## src/design/core_pipe_pkg.sv

```systemverilog
package core_pipe_pkg;

    typedef logic [31:0] word_t;      // Data word
    typedef logic [4:0]  reg_addr_t;  // GPR index

    // ALU operation
    typedef enum logic [2:0] {
        ALU_ADD = 3'd0,               // Also LW/SW address
        ALU_SUB = 3'd1,
        ALU_AND = 3'd2,
        ALU_OR  = 3'd3,
        ALU_XOR = 3'd4,
        ALU_SLT = 3'd5                // Signed compare
    } alu_op_e;

    // Scratch pad access in MEM
    typedef enum logic [1:0] {
        MEM_NONE  = 2'd0,
        MEM_LOAD  = 2'd1,
        MEM_STORE = 2'd2
    } mem_op_e;

    // Operand source in ID
    typedef enum logic [1:0] {
        FWD_GPR = 2'd0,               // Register file, incl. write-through
        FWD_EX  = 2'd1,               // ALU output of the ID/EX instruction
        FWD_MEM = 2'd2                // Load data or ALU result in MEM
    } fwd_sel_e;

endpackage

```

## src/design/pipe_ctrl.sv

```systemverilog
`timescale 1ns/1ps

module pipe_ctrl (
    input  core_pipe_pkg::reg_addr_t rs1_addr,     // ID sources
    input  core_pipe_pkg::reg_addr_t rs2_addr,
    input  logic                     rs1_used,
    input  logic                     rs2_used,
    input  core_pipe_pkg::reg_addr_t id_rd_addr,   // Producer in ID/EX
    input  logic                     id_gpr_we,
    input  core_pipe_pkg::mem_op_e   id_mem_op,
    input  core_pipe_pkg::reg_addr_t ex_rd_addr,   // Producer in EX/MEM
    input  logic                     ex_gpr_we,
    output core_pipe_pkg::fwd_sel_e  rs1_fwd_sel,
    output core_pipe_pkg::fwd_sel_e  rs2_fwd_sel,
    output logic                     ld_hazard     // Stall IF, bubble into EX
);
    import core_pipe_pkg::*;

    logic id_rs1_hit;
    logic id_rs2_hit;
    logic ex_rs1_hit;
    logic ex_rs2_hit;

    // Address matches against writing producers
    assign id_rs1_hit = id_gpr_we && (id_rd_addr == rs1_addr);
    assign id_rs2_hit = id_gpr_we && (id_rd_addr == rs2_addr);
    assign ex_rs1_hit = ex_gpr_we && (ex_rd_addr == rs1_addr);
    assign ex_rs2_hit = ex_gpr_we && (ex_rd_addr == rs2_addr);

    ////////////////////////////////////////////////////////////
    // Youngest producer wins, MEM/WB covered by GPR write-through
    assign rs1_fwd_sel = id_rs1_hit ? FWD_EX : (ex_rs1_hit ? FWD_MEM : FWD_GPR);
    assign rs2_fwd_sel = id_rs2_hit ? FWD_EX : (ex_rs2_hit ? FWD_MEM : FWD_GPR);

    // Load result not ready until MEM
    assign ld_hazard = (id_mem_op == MEM_LOAD) &&
                       ((rs1_used && id_rs1_hit) || (rs2_used && id_rs2_hit));

endmodule

```

## config.mk

```make
export PLATFORM = sky130hd
export DESIGN_NAME = pipe_ctrl
export DESIGN_NICKNAME = d
export VERILOG_FILES = /design/src/design/core_pipe_pkg.sv /design/src/design/pipe_ctrl.sv
export SDC_FILE = /design/constraint.sdc
export NUM_CORES = 1
export LEC_CHECK = 0
export BUFFER_PORTS_ARGS = -buffer_cell sky130_fd_sc_hd__buf_2
export CAP_MARGIN = 20
export CORE_AREA = 5 5 42 44
export DETAILED_ROUTE_END_ITERATION = 12
export DIE_AREA = 0 0 47 49
export GPL_TIMING_DRIVEN = 0
export SYNTH_ARGS = -nofsm -noshare
export SYNTH_HDL_FRONTEND = slang
export SYNTH_SLANG_ARGS = --single-unit
```

## constraint.sdc

```tcl
create_clock -name vclk -period 1.8
set_input_delay 0.36 -clock vclk [all_inputs]
set_output_delay 0.36 -clock vclk [all_outputs]
set_load 0.005 [all_outputs]
```

==> flow_summary.ini <==
[cells_and_area]
drive_gt1_share_pct = 56.7
syn_to_final_growth_pct = 81.9
design.seq.count = 0
num-clock-buffers = 0
layout_common_cells = buf_2, xor2_1, xnor2_1, buf_4
mostFrequentLayoutCell = buf_2
antenna_cells = 0
ff_latch_area_sq_um = 0
stdcell_count = 83
nets = 95

[synthesis]
postSynthCellCount = 36
synth_top_area_cell = xor2_1
syn_area_sq_um = 283
synth_warnings = 0
yosys-top-cells-area = xor2_1, xnor2_1, nor4_2
yosys.area.top_type_share_pct = 49.6
syn_area_per_cell_sq_um = 7.85
yosysUniqueCellTypes = 12
synth.net_count = 62
ys_seq_area_share_pct = 0

[global_route]
gr-total-overflow = 0
grt_pass1_vias = 317
grt_pass1_wl_um = 1230
antenna_found_initial = 0
grt_usage_pct = 6.81
grt_max_degree = 5

[worst_setup_path]
end_kind = output pin
cpMostUsedCell = buf_2
worstPathArrival_ps = 1380
critPathTopFamily = simple AND/OR/NAND/NOR gates
startpoint_type = input pin
max_stage_delay_ps = 310
cp.required_ps = 1440
critPathBufInv = 3
worst-setup-path-type = in2out
crit_fanout = 2
path_cells = buf_2 > xor2_1 > nor4_2 > and3_1 > buf_4 > buf_2
cp_slowest_cell = nor4_2

[worst_hold_path]
hp-start = id_mem_op[0]
whs_endpoint = ld_hazard
min_path_type = in2out
hold_depth = 4

[drt]
routedWlPerCell_um = 10.4
drt_iter0_markers = 5
drc = 0
via_per_inst = 4.18
num_vias = 347
dr.pass1.iters = 2
ant_nets = 0
drt_wl_total_um = 867

[sta]
post-route-period-util_pct = 96.4
maxSlewViolCount = 0
hold_viol = 0
post-route-min-period_ps = 1740
setup_viol = 0
max_freq_mhz = 576
rsz0062_at_grt = true
worstMarginPinSlew_ps = 269
maxSlewHeadroom_pct = 81.9

[floorplanning]
coreArea_sq_mm = 0.00140
die_x_um = 47
die_y_um = 49
num_io_pins = 31
rows = 14
floorplan.initialDensity_pct = 20.2
die_area_sq_mm = 0.00230

[run_status]
status = finished, final reports clean

[power_and_ir_drop]
p_per_area_mw_per_mm2 = 203
p_total_w = 0.000105
power.leakage_nw = 0.253
max-vdd-ir-drop_v = 0.0000803

[cts]
cts.hold.buffers_added = 0
postCtsSetupBuffers = 0

[placed_design]
place_congestion = 0.699
dpl.cell_count = 83
hpwl_um = 798
io_buffers = 31

[run]
maxCapViolations = 0
-- cells by family after synthesis --
group / Yosys count / share of synthesized area [%]
xor gates and xnor gates: 20 / 61.9
buffers and inverters: 2 / 5.31
and+or+nand+nor: 13 / 31.0
AOI/OAI and AO/OA: 1 / 1.77
-- per-stage QoR --
stage | instance area (sq um) | util (%) | TNS (ps) | hold slack (ps) | setup slack [ps]
4_1_cts | 458 | 32.7 | 0 | 1030 | 44.7
3_3_place_gp | 458 | 32.7 | 0 | 1020 | 45.9
6_report | 514 | 36.7 | 0 | 1020 | 64.6
5_1_grt | 514 | 36.7 | -8.70 | 1050 | -8.70
2_1_floorplan | 283 | - | 0 | 806 | 346
3_5_place_dp | 458 | 32.7 | 0 | 1030 | 46.1
-- power breakdown --
group          total, W  switching [W]  internal [W]
clock                 0              0             0
combinational  0.000105      0.0000501     0.0000544
sequential            0              0             0
total          0.000105      0.0000501     0.0000544
-- cell type report --
cell class                 count  area [sq um]
fill                         154           887
timing repair buffer          31           173
buffer                         2          15.0
tap                           16          20.0
multi-input combinational     34           307
-- cell usage after synthesis --
master	count
nor2_1	2
and3_2	1
nand3_1	2
buf_4	2
nand4_1	2
and3_1	1
nor4_1	2
nand2b_1	1
xor2_1	16
nor4_2	2
xnor2_1	4
a21oi_1	1
-- metal layers --
metal,vias up,routed length (um),track usage [%],part of all wire (%)
met2,12,489,12.4,56
met4,0,0,0,0
met3,0,69,0.369,8.0
li1,185,-,-,-
met1,150,308,8.91,36
met5,-,0,0,0
-- how the worst max path moves through the flow --
stage	start	to	slack [ps]	cells after the start
detailed placement	id_rd_addr[2]	rs1_fwd_sel[0]	50	6
floorplan	id_rd_addr[2]	rs2_fwd_sel[0]	350	4
finish	id_rd_addr[2]	rs1_fwd_sel[0]	60	6
global placement	id_rd_addr[2]	rs1_fwd_sel[0]	50	6
CTS	id_rd_addr[2]	rs2_fwd_sel[0]	40	6
global route	rs2_addr[3]	rs2_fwd_sel[0]	-9	6
-- what timing repair did --
| item | in CTS | in global routing |
|---|---|---|
| setup endpoints to repair | 0 | 3 |
| resized for setup | 0 | 10 |
| endpoints found under the hold margin | 0 | 0 |
(Power assumes the default switching activity.)
