--- src/design/core_pipe_pkg.sv ---
package core_pipe_pkg;

    typedef logic [31:0] word_t;      // Data word
    typedef logic [4:0]  reg_addr_t;  // GPR index

    // ALU operation
    typedef enum logic [2:0] {
        ALU_ADD = 3'd0,               // Also LW/SW address
        ALU_SUB = 3'd1,
        ALU_AND = 3'd2,
        ALU_OR  = 3'd3,
        ALU_XOR = 3'd4,
        ALU_SLT = 3'd5                // Signed compare
    } alu_op_e;

    // Scratch pad access in MEM
    typedef enum logic [1:0] {
        MEM_NONE  = 2'd0,
        MEM_LOAD  = 2'd1,
        MEM_STORE = 2'd2
    } mem_op_e;

    // Operand source in ID
    typedef enum logic [1:0] {
        FWD_GPR = 2'd0,               // Register file, incl. write-through
        FWD_EX  = 2'd1,               // ALU output of the ID/EX instruction
        FWD_MEM = 2'd2                // Load data or ALU result in MEM
    } fwd_sel_e;

endpackage

--- src/design/if_stage.sv ---
`timescale 1ns/1ps

module if_stage #(
    parameter core_pipe_pkg::word_t RESET_PC = 32'h0000_0000  // First fetch address
) (
    input  logic                 clk,        // Clock
    input  logic                 rst_n,      // Sync reset
    input  logic                 stall,      // Load-use hold
    output core_pipe_pkg::word_t imem_addr,  // Current PC
    input  core_pipe_pkg::word_t imem_data,  // Word at PC, same cycle
    output core_pipe_pkg::word_t if_insn,    // IF/ID instruction
    output logic                 if_en       // IF/ID valid
);

    // PC doubles as the fetch address
    always_ff @(posedge clk) begin
        if (!rst_n) begin
            imem_addr <= RESET_PC;
            if_en     <= 1'b0;               // No instruction yet
        end else if (!stall) begin
            imem_addr <= imem_addr + 32'd4;  // Sequential only
            if_en     <= 1'b1;
        end
    end

    // Instruction word held together with the PC
    always_ff @(posedge clk) begin
        if (!stall) begin
            if_insn <= imem_data;
        end
    end

endmodule

--- config.mk ---
export PLATFORM = sky130hd
export DESIGN_NAME = if_stage
export DESIGN_NICKNAME = d
export VERILOG_FILES = /design/src/design/core_pipe_pkg.sv /design/src/design/if_stage.sv
export SDC_FILE = /design/constraint.sdc
export NUM_CORES = 1
export LEC_CHECK = 0
export BUFFER_PORTS_ARGS = -buffer_cell sky130_fd_sc_hd__buf_2
export CORE_MARGIN = 10
export CORE_UTILIZATION = 40
export DETAILED_ROUTE_END_ITERATION = 12
export GPL_ROUTABILITY_DRIVEN = 0
export PLACE_DENSITY = 0.75
export SYNTH_ARGS = -nofsm -noshare
export SYNTH_HDL_FRONTEND = slang
export SYNTH_SLANG_ARGS = --single-unit
--- constraint.sdc ---
create_clock -name clk -period 2.4 [get_ports clk]
set_input_delay 0.12 -clock clk [delete_from_list [all_inputs] [get_ports clk]]
set_output_delay 0.12 -clock clk [all_outputs]
set_load 0.02 [all_outputs]
==> impl_metrics.env <==
export IMPL_cp_end_kind="flop"
export IMPL_synth_area_um2=2440
export IMPL_dp_hpwl_um=4500
export IMPL_core_area_um2=5920
export IMPL_reg2reg_from="imem_addr[5]$_SDFFE_PN0N_"
export IMPL_overflow=0
export IMPL_synth_simple_gate_area_share_pct=17.1
export IMPL_synth_seq_cells=63
export IMPL_cp_slowest_cell="or4_1"
export IMPL_ios=100
export IMPL_crit_type="flop to flop"
export IMPL_tritoncts="built"
export IMPL_cts_inserted_buffers=9
export IMPL_ant_nets=0
export IMPL_wl_per_cell_um=16.2
export IMPL_synth_compound_gate_area_share_pct=8.37
export IMPL_fp_dieW_um=98.1
export IMPL_reg2reg_depth=4
export IMPL_fmax_ghz=0.497
export IMPL_io_buffers=97
export IMPL_final_common_cell="buf_2"
export IMPL_rows=28
export IMPL_path_cells="and4_1, nand4_4, or4_1, a21oi_1"
export IMPL_status="finished, final reports clean"
export IMPL_r2r_slack_ns=0.39
export IMPL_seq_area_frac_synth_pct=64.9
export IMPL_yosysWarningCount=0
export IMPL_start_util_pct=41.2
export IMPL_yosysTopAreaCell="edfxtp_1"
export IMPL_antenna_found_initial=0
export IMPL_endpoint="imem_addr[19]$_SDFFE_PN0N_"
export IMPL_sequential_cell_area_um2=1580
export IMPL_powerDensity_nw_per_um2=660
export IMPL_cap_viol_max_count=0
export IMPL_rsz0062_at_grt="false"
export IMPL_yosys_cell_types_count=34
export IMPL_vias_per_cell=4.98
export IMPL_layout_drive_gt1_share_pct=34.1
export IMPL_area_growth_pct=42.0
export IMPL_cts_resized=0
export IMPL_netlist_top_cells_area="edfxtp_1, dfxtp_1, o31ai_1, or4_1, xor2_1"
export IMPL_drv_slew=0
export IMPL_regToRegEndpoint="imem_addr[19]$_SDFFE_PN0N_"
export IMPL_clkSinkCount=63
export IMPL_report_final_setup_viol=0
export IMPL_dr_pass1_iters=5
export IMPL_vias=2035
export IMPL_cpPeakStageDelay_ns=0.60
export IMPL_root_buffer="clkbuf_8"
export IMPL_drt_iter0_markers=70
export IMPL_grt_pass1_vias=1958
export IMPL_fin_hold_ws_ns=0.0649
export IMPL_worstPathRequired_ns=2.65
export IMPL_cp_startpoint="imem_addr[5]$_SDFFE_PN0N_"
export IMPL_n_fill_cell=486
export IMPL_hold_viol=0
export IMPL_synth_mux_area_share_pct=0.821
export IMPL_post_route_min_period_ns=2.01
export IMPL_multiInputGateArea_um2=766
export IMPL_diodes=0
export IMPL_p_leak_uw=0.00144
export IMPL_synth_top_area_share_pct=39.4
export IMPL_cp_max_fo=29
export IMPL_hp_class="input port to flop"
export IMPL_drt_total_wl_um=6610
export IMPL_drc_errors=0
export IMPL_dieArea_um2=9620
export IMPL_clock_skew_ns=0.00830
export IMPL_cp_arrival_ns=2.27
export IMPL_final_nets=365
export IMPL_crit_cells=4
export IMPL_synth_adder_area_share_pct=0.513
export IMPL_final_cell_mix="buf_2, dlygate4sd3_1, edfxtp_1, dfxtp_1, a21oi_1"
export IMPL_grt_max_degree=34
export IMPL_clkSlewWorstSetupHoldPaths_ns=0.07
export IMPL_synth_xor_area_share_pct=4.31
export IMPL_synthesis_instances=199
export IMPL_grt_pass1_wl_um=10500
export IMPL_start_kind="flop"
export IMPL_synth_top_family_by_area="simple AND/OR/NAND/NOR gates"
export IMPL_htreeDepth=3
export IMPL_tns_ns=0
export IMPL_die_height_um=98.1
export IMPL_min_period_over_period_pct=83.9
export IMPL_critical_path_top_delay_family="simple AND/OR/NAND/NOR gates"
export IMPL_clock_latency_ns=0.33
export IMPL_avgSynthCellArea_um2=12.2
export IMPL_peakVddDrop_v=0.000332
export IMPL_grt_usage_pct=13.5
export IMPL_cts_buffer_depth=2
export IMPL_critPathBufInv=0
per-stage QoR:
stage | instances | total power [µW] | util (%) | area (µm²) | setup WS, ns
3_3_place_gp | 361 | 1390 | 49.9 | 2950 | 0.489
4_1_cts | 409 | 2310 | 58.5 | 3460 | 0.395
5_1_grt | 409 | 2380 | 58.5 | 3460 | 0.163
2_1_floorplan | 200 | 1310 | - | 2440 | 0.529
6_report | 409 | 2280 | 58.5 | 3460 | 0.387
3_5_place_dp | 361 | 1400 | 49.9 | 2950 | 0.420
per-layer routing:
metal	vias up	global-route usage, %	wire length, µm
li1	1006	-	-
met1	942	16.7	3060
met2	81	20.8	3060
met3	6	5.07	460
met4	0	5.37	31
met5	-	0	0
power breakdown:
group / switching [µW] / leakage (µW) / internal [µW] / total (µW)
combinational: 128 / 0.000780 / 91.3 / 219
sequential: 16.0 / 0.000563 / 1180 / 1200
clock: 396 / 0.0000941 / 470 / 866
cell usage after synthesis:
master and count:
a21oi_1 15, and2_1 1, and3_1 3, and3b_1 1
and4_1 4, and4b_1 1, buf_1 1, buf_4 2
buf_6 3, clkbuf_1 6, conb_1 1, dfxtp_1 31
edfxtp_1 32, ha_1 1, inv_1 4, inv_2 1
mux2i_1 2, nand2_1 9, nand2b_1 1, nand3_1 10
nand4_1 8, nand4_4 1, nor2_1 13, nor2b_1 1
nor4_1 2, o21a_1 2, o21ai_0 2, o21ai_1 1
o31a_1 1, o31ai_1 12, or3_1 3, or4_1 12
xnor2_1 2, xor2_1 10
cells by family (layout without fill, tap and decap cells):
family | count (synthesis) | count (layout)
xor gates and xnor gates | 12 | 12
and+or+nand+nor | 70 | 70
muxes | 2 | 2
AOI/OAI and AO/OA | 33 | 33
buffers and inverters | 17 | 151
other | 1 | 2
adders and majority gates | 1 | 1
DFF | 63 | 63
cell type report:
type	count	share of cell area (%)
repair buffers	130	23.5
inverters	5	0.542
clock buffers	9	3.58
flip-flops and latches	63	45.7
clock inverters	7	1.84
well taps	75	2.71
multi-input cells	120	22.1
sequential cells by signal, indices dropped and copies added, names as in the netlist:
signal     cells
if_insn       32
imem_addr     30
if_en          1
worst register-to-register path, stage by stage, from the launching register on:
cell and delay (ns):
dfxtp_1 0.42, and4_1 0.40, nand4_4 0.36, or4_1 0.61, a21oi_1 0.14
worst min path at each step:
stage                 start                    endpoint  slack, ns  depth (start not counted)
6_report              rst_n          if_en$_SDFFE_PN0N_       0.06                          2
5_1_grt               rst_n  imem_addr[26]$_SDFFE_PN0N_       0.04                          2
4_1_cts               rst_n  imem_addr[26]$_SDFFE_PN0N_       0.05                          2
3_5_place_dp   imem_data[5]        if_insn[5]$_DFFE_PN_       0.30                          1
3_3_place_gp   imem_data[2]        if_insn[2]$_DFFE_PN_       0.30                          1
2_1_floorplan  imem_data[0]        if_insn[0]$_DFFE_PN_       0.22                          0
repair_timing:
item	in CTS	in global routing
hold buffers	32	0
setup buffers	0	0
endpoints found under the hold margin	32	0
Power figures use the tool's default switching activity.
