===== src/design/core_pipe_pkg.sv =====
package core_pipe_pkg;

    typedef logic [31:0] word_t;      // Data word
    typedef logic [4:0]  reg_addr_t;  // GPR index

    // ALU operation
    typedef enum logic [2:0] {
        ALU_ADD = 3'd0,               // Also LW/SW address
        ALU_SUB = 3'd1,
        ALU_AND = 3'd2,
        ALU_OR  = 3'd3,
        ALU_XOR = 3'd4,
        ALU_SLT = 3'd5                // Signed compare
    } alu_op_e;

    // Scratch pad access in MEM
    typedef enum logic [1:0] {
        MEM_NONE  = 2'd0,
        MEM_LOAD  = 2'd1,
        MEM_STORE = 2'd2
    } mem_op_e;

    // Operand source in ID
    typedef enum logic [1:0] {
        FWD_GPR = 2'd0,               // Register file, incl. write-through
        FWD_EX  = 2'd1,               // ALU output of the ID/EX instruction
        FWD_MEM = 2'd2                // Load data or ALU result in MEM
    } fwd_sel_e;

endpackage


===== src/design/mem_stage.sv =====
`timescale 1ns/1ps

module mem_stage #(
    parameter int SPM_DEPTH = 256  // Words, power of two
) (
    input  logic                         clk,             // Clock
    input  logic                         rst_n,           // Sync reset
    input  logic                         ex_en,           // EX/MEM valid
    input  core_pipe_pkg::mem_op_e       ex_mem_op,
    input  core_pipe_pkg::word_t         ex_mem_wr_data,
    input  core_pipe_pkg::reg_addr_t     ex_rd_addr,
    input  logic                         ex_gpr_we,
    input  core_pipe_pkg::word_t         ex_out,          // ALU result or address
    input  core_pipe_pkg::word_t         spm_rd_data,     // Combinational read
    output logic [$clog2(SPM_DEPTH)-1:0] spm_addr,        // Word index
    output logic                         spm_we,
    output core_pipe_pkg::word_t         spm_wr_data,
    output core_pipe_pkg::word_t         mem_fwd_data,    // Result to ID
    output logic                         mem_gpr_we,      // MEM/WB write enable
    output core_pipe_pkg::reg_addr_t     mem_rd_addr,
    output core_pipe_pkg::word_t         mem_out
);
    import core_pipe_pkg::*;

    // Scratch pad access
    assign spm_addr    = ex_out[2 +: $bits(spm_addr)];           // Wraps modulo depth
    assign spm_we      = ex_en && (ex_mem_op == MEM_STORE);
    assign spm_wr_data = ex_mem_wr_data;

    // Load data or ALU result
    assign mem_fwd_data = (ex_mem_op == MEM_LOAD) ? spm_rd_data : ex_out;

    // MEM/WB register
    always_ff @(posedge clk) begin
        if (!rst_n) begin
            mem_gpr_we <= 1'b0;
        end else begin
            mem_gpr_we <= ex_en & ex_gpr_we;
        end
    end

    always_ff @(posedge clk) begin
        mem_rd_addr <= ex_rd_addr;
        mem_out     <= mem_fwd_data;
    end

endmodule


===== config.mk =====
export PLATFORM = sky130hd
export DESIGN_NAME = mem_stage
export DESIGN_NICKNAME = d
export VERILOG_FILES = /design/src/design/core_pipe_pkg.sv /design/src/design/mem_stage.sv
export SDC_FILE = /design/constraint.sdc
export NUM_CORES = 1
export LEC_CHECK = 0
export BUFFER_PORTS_ARGS = -buffer_cell sky130_fd_sc_hd__buf_2
export CAP_MARGIN = 5
export CORE_AREA = 2 2 85 87
export DETAILED_ROUTE_END_ITERATION = 8
export DIE_AREA = 0 0 87 89
export GPL_TIMING_DRIVEN = 1
export PLACE_DENSITY_LB_ADDON = 0.15
export SLEW_MARGIN = 20
export SYNTH_ARGS = -nofsm -noshare
export SYNTH_HDL_FRONTEND = slang
export SYNTH_SLANG_ARGS = --single-unit
export TNS_END_PERCENT = 5

===== constraint.sdc =====
create_clock -name clk -period 1.6 [get_ports clk]
set_input_delay 0.32 -clock clk [delete_from_list [all_inputs] [get_ports clk]]
set_output_delay 0.32 -clock clk [all_outputs]
set_load 0.005 [all_outputs]

==> results.json, run 1 <==
{
  "synth_nets": 225,
  "fmax_ghz": 0.633,
  "clock-root-buffer": "clkbuf_8",
  "wire_per_inst_um": 15.3,
  "grt_usage": 0.111,
  "synthToLayoutAreaGrowth_pct": 51.1,
  "io_buffer_count": 153,
  "critPathTopFamily": "buffers and inverters",
  "place_congestion": 0.700,
  "post_dp_cell_area_mm2": 0.00215,
  "layout_min_cycle_time_ns": 1.58,
  "routed_wl_um": 4850,
  "first_pass_iters": 4,
  "initial_core_util": 0.243,
  "holdPathStages": 1,
  "tritoncts": "built",
  "drv_cap": 0,
  "fillers": 669,
  "ys_seq_elements": 38,
  "peakVddDrop_mv": 0.327,
  "cts_max_path_buffers": 2,
  "path_max_fanout": 24,
  "yosys_warnings": 0,
  "postCtsHoldBufs": 0,
  "drc_errors": 0,
  "tightest_slew_ns": 0.203,
  "setup_viol": 0,
  "ys_types": 10,
  "rsz0062_at_grt": "true",
  "cts_setup_buffers": 0,
  "slowest_delay_ns": 0.34,
  "netlist_instances": 118,
  "crit_arrival_ns": 1.26,
  "cp_num_buf_inv": 3,
  "clk_pin_slew_ns": 0.08,
  "hpwl_um": 4100,
  "min_to": "mem_rd_addr[1]$_DFF_P_",
  "finalPower_mw": 2.51,
  "grt_pass1_vias": 1124,
  "rows": 30,
  "worstPathCellList": "buf_6 > nor2b_4 > buf_12 > mux2_4 > buf_6",
  "htree_num_levels": 2,
  "fin_hold_ws_ns": 0.130,
  "die_area_mm2": 0.00774,
  "grt_max_degree": 25,
  "multi_input_area_um2": 508,
  "io-pin-count": 218,
  "p_leak_nw": 1.32,
  "core_mm2": 0.00672,
  "grt_pass1_wl_um": 6270,
  "drive_above_1_share": 0.827,
  "antenna_found_initial": 0,
  "ant_nets": 0,
  "relSlewSlack": 0.865,
  "die_h_um": 89,
  "routed_via_density": 3.92,
  "slowest_stage": "mux2_4",
  "finalCritPeriodShare": 0.988,
  "chipWidth_um": 87,
  "end_kind": "primary output",
  "synth_seq_area_share": 0.466,
  "synth_area_per_cell_um2": 13.8,
  "p_per_area_mw_per_mm2": 1020,
  "setup.worst_path.start_class": "input port",
  "vias": 1243,
  "slew_violations": 0,
  "cp.required_ns": 1.28,
  "worst_slack_ns": 0.0196,
  "seq_area_um2": 761,
  "globalRouteOverflowTotal": 0,
  "cts_made_buffers": 5,
  "status": "completed",
  "drt_iter0_markers": 19,
  "clock_sinks": 38,
  "final-hold-violation-count": 0,
  "num_antenna_cells": 0,
  "cpMostUsedCell": "buf_6",
  "crit_type": "in2out",
  "min-delay-start": "ex_rd_addr[1]",
  "fin_area_mm2": 0.00247,
  "hp-class": "in2reg",
  "syn-cell-area_mm2": 0.00163,
  "post-place-ws_ns": -0.0672,
  "fin_nets": 343
}
Yosys cell counts:
master	number	area (um2)
nor2b_4	1	13.8
mux2_2	2	22.5
nand2_1	1	3.75
nor2_1	1	3.75
buf_4	40	300
buf_12	3	60.1
buf_6	1	11.3
dfxtp_1	38	761
and3_1	1	6.26
mux2_4	30	450
layer usage:
metal  track usage  vias up  routed length [um]
li1              -      578                   -
met5             0        -                   0
met2         0.214      110                2600
met4        0.0611        0                 148
met3        0.0572       16                 683
met1        0.0912      539                1420
through the flow:
stage	util	TNS, ns	instances
after floorplan	-	0	118
final	0.367	0	317
after global routing	0.367	-0.181	317
after detailed placement	0.321	-0.565	309
after global placement	0.321	-0.108	309
after CTS	0.347	0	317
state kept, by name (all words and copies together), names as in the netlist:
| name | flops |
|---|---|
| mem_gpr_we | 1 |
| mem_out | 32 |
| mem_rd_addr | 5 |
what timing repair did:
action | CTS | global route
pin swaps | 0 | 0
setup endpoints to repair | 25 | 24
gates resized for setup | 6 | 22
placed cells by master, fill, tap and decap left out:
master | synthesis | final
nand2_1 | 1 | 1
and3_1 | 1 | 1
buf_12 | 3 | 1
buf_6 | 1 | 26
buf_2 | 0 | 127
bufinv_16 | 0 | 2
nor2_1 | 1 | 1
dfxtp_1 | 38 | 38
nor2b_4 | 1 | 1
mux2_4 | 30 | 32
buf_4 | 40 | 1
clkbuf_8 | 0 | 6
cells by family after synthesis:
logic type,share of synthesized area
buf+inv,0.228
mux,0.290
simple gates,0.0169
flops,0.466
worst max-delay path by stage:
stage	startpoint	to	slack, ns	depth (start not counted)
after floorplan	ex_mem_op[0]	mem_fwd_data[0]	0.27	4
after global placement	ex_mem_op[0]	mem_fwd_data[31]	-0.04	5
after detailed placement	ex_mem_op[0]	mem_fwd_data[30]	-0.07	5
after CTS	ex_mem_op[0]	mem_fwd_data[21]	0.008	5
after global routing	ex_mem_op[0]	mem_fwd_data[25]	-0.02	5
final	ex_mem_op[0]	mem_fwd_data[25]	0.02	5
power by group:
| part | switching (mW) | total, mW | internal, mW |
|---|---|---|---|
| combinational | 0.169 | 0.484 | 0.315 |
| sequential | 0.0137 | 1.03 | 1.02 |
| clock | 0.331 | 0.996 | 0.665 |
| total | 0.514 | 2.51 | 2.00 |
layout make-up:
class / count / share of cell area
multi-input combinational: 36 / 0.206
clock buffer: 6 / 0.0335
timing repair buffer: 155 / 0.387
sequential: 38 / 0.308
tap: 80 / 0.0406
clock inverter: 2 / 0.0243
No activity file was read; power rests on OpenSTA's default activity.
==> inputs of run 2 (changes only) <==
clock period = 2 ns   (was 1.6 ns; I/O delays follow)
==> run 2 against run 1 <==
Effect of this change:
- count of clock-buffer cells in the layout did not move
- worst setup slack improved by 0.15 ns
- die area did not move
- combinational power fell by 32%
- hold slack improved by 0.081 ns
- largest cell class unchanged
- largest power group unchanged
==> results.json, run 2 (synthesized netlist as in run 1, its figures left out) <==
{
  "slew_violations": 0,
  "crit_arrival_ns": 1.44,
  "holdPathStages": 1,
  "fin_nets": 342,
  "layout_min_cycle_time_ns": 1.84,
  "grt_pass1_vias": 1078,
  "slowest_stage": "mux2_2",
  "mostFrequentLayoutCells": "buf_2, dfxtp_1, mux2_4",
  "relSlewSlack": 0.826,
  "die_h_um": 89,
  "drc_errors": 0,
  "ant_nets": 0,
  "drive_above_1_share": 0.826,
  "drv_cap": 0,
  "initial_core_util": 0.243,
  "fillers": 700,
  "num_antenna_cells": 0,
  "core_mm2": 0.00672,
  "vias": 1222,
  "grt_usage": 0.109,
  "grt_max_degree": 33,
  "chipWidth_um": 87,
  "status": "completed",
  "place_congestion": 0.695,
  "io-pin-count": 218,
  "worstPathCellList": "buf_2 > nor2b_4 > buf_12 > mux2_2 > buf_2",
  "p_per_area_mw_per_mm2": 756,
  "p_leak_nw": 1.23,
  "cts_made_buffers": 5,
  "hpwl_um": 4010,
  "wire_per_inst_um": 14.9,
  "critPathTopFamily": "buffers and inverters",
  "routed_wl_um": 4700,
  "crit_type": "in2out",
  "clock_sinks": 38,
  "routed_via_density": 3.87,
  "grt_pass1_wl_um": 6040,
  "final_common_cell": "buf_2",
  "min-delay-start": "ex_rd_addr[0]",
  "globalRouteOverflowTotal": 0,
  "path_max_fanout": 32,
  "end_kind": "primary output",
  "io_buffer_count": 153,
  "cp_num_buf_inv": 3,
  "cp.required_ns": 1.60,
  "min_to": "mem_rd_addr[0]$_DFF_P_",
  "setup_viol": 0,
  "cts_max_path_buffers": 2,
  "rsz0062_at_grt": "false",
  "cts-resized-gates": 0,
  "peakVddDrop_mv": 0.224,
  "rows": 30,
  "setup.worst_path.start_class": "input port",
  "multi_input_area_um2": 500,
  "largest_register_ffs": 32,
  "drt_iter0_markers": 38,
  "clk_pin_slew_ns": 0.07,
  "finalCritPeriodShare": 0.918,
  "path_depth": 5,
  "tritoncts": "built",
  "hp-class": "in2reg",
  "antenna_found_initial": 0,
  "largest_register": "mem_out",
  "synthToLayoutAreaGrowth_pct": 37.3,
  "seq_area_um2": 761,
  "numPlacedInstances": 308,
  "setup_tns_ns": 0,
  "tightest_slew_ns": 0.262,
  "top_regs": "mem_out (32), mem_rd_addr (5), mem_gpr_we (1)",
  "clock-root-buffer": "clkbuf_8",
  "first_pass_iters": 4,
  "die_area_mm2": 0.00774,
  "cts_setup_buffers": 0,
  "cpMostUsedCell": "buf_2",
  "postCtsHoldBufs": 0,
  "fmax_ghz": 0.545,
  "finalNonFillerCells": 316,
  "slowest_delay_ns": 0.38,
  "htree_num_levels": 2,
  "final-hold-violation-count": 0
}
==> run 2: changes by cell type in the layout (fill, tap and decap cells not counted) <==
cell / before / now
mux2_4: 32 / 30
buf_4: 1 / 0
buf_6: 26 / 0
mux2_2: 0 / 2
buf_2: 127 / 153
clkinv_2: 0 / 1
clkinvlp_4: 0 / 1
bufinv_16: 2 / 0
==> run 2: through the flow <==
stage / power, mW / setup WS [ns] / instance area [um2] / hold WS [ns] / utilization
floorplan: 1.05 / 0.511 / 1630 / 0.428 / -
global placement: 1.18 / 0.156 / 2150 / 0.504 / 0.320
detailed placement: 1.18 / 0.153 / 2150 / 0.504 / 0.320
CTS: 1.74 / 0.153 / 2240 / 0.195 / 0.334
global route: 1.80 / 0.118 / 2240 / 0.194 / 0.334
finish: 1.70 / 0.165 / 2240 / 0.212 / 0.334
==> run 2: worst max-delay path by stage <==
stage	slack, ns	start	endpoint
floorplan	0.51	ex_mem_op[0]	mem_fwd_data[0]
global placement	0.16	ex_mem_op[0]	mem_fwd_data[30]
detailed placement	0.15	ex_mem_op[0]	mem_fwd_data[31]
CTS	0.15	ex_mem_op[0]	mem_fwd_data[31]
global route	0.12	ex_mem_op[0]	mem_fwd_data[30]
finish	0.16	ex_mem_op[0]	mem_fwd_data[31]
==> run 2: where the power goes <==
part | internal [mW] | switching, mW
Combinational | 0.204 | 0.123
Sequential | 0.813 | 0.0109
Clock | 0.277 | 0.268
Total | 1.29 | 0.401
==> run 2: area by class of cell <==
type                            instances  area share
Multi-Input combinational cell         36       0.223
Tap cell                               80      0.0446
Sequential cell                        38       0.339
Timing Repair Buffer                  154       0.350
Clock buffer                            6      0.0368
Clock inverter                          2     0.00558
==> run 2: metal layers <==
| metal | global-route usage | share of wire | vias to the layer above |
|---|---|---|---|
| met5 | 0 | 0 | - |
| met2 | 0.210 | 0.54 | 111 |
| met1 | 0.0845 | 0.28 | 517 |
| met4 | 0.0653 | 0.028 | 0 |
| li1 | - | - | 578 |
| met3 | 0.0619 | 0.16 | 16 |
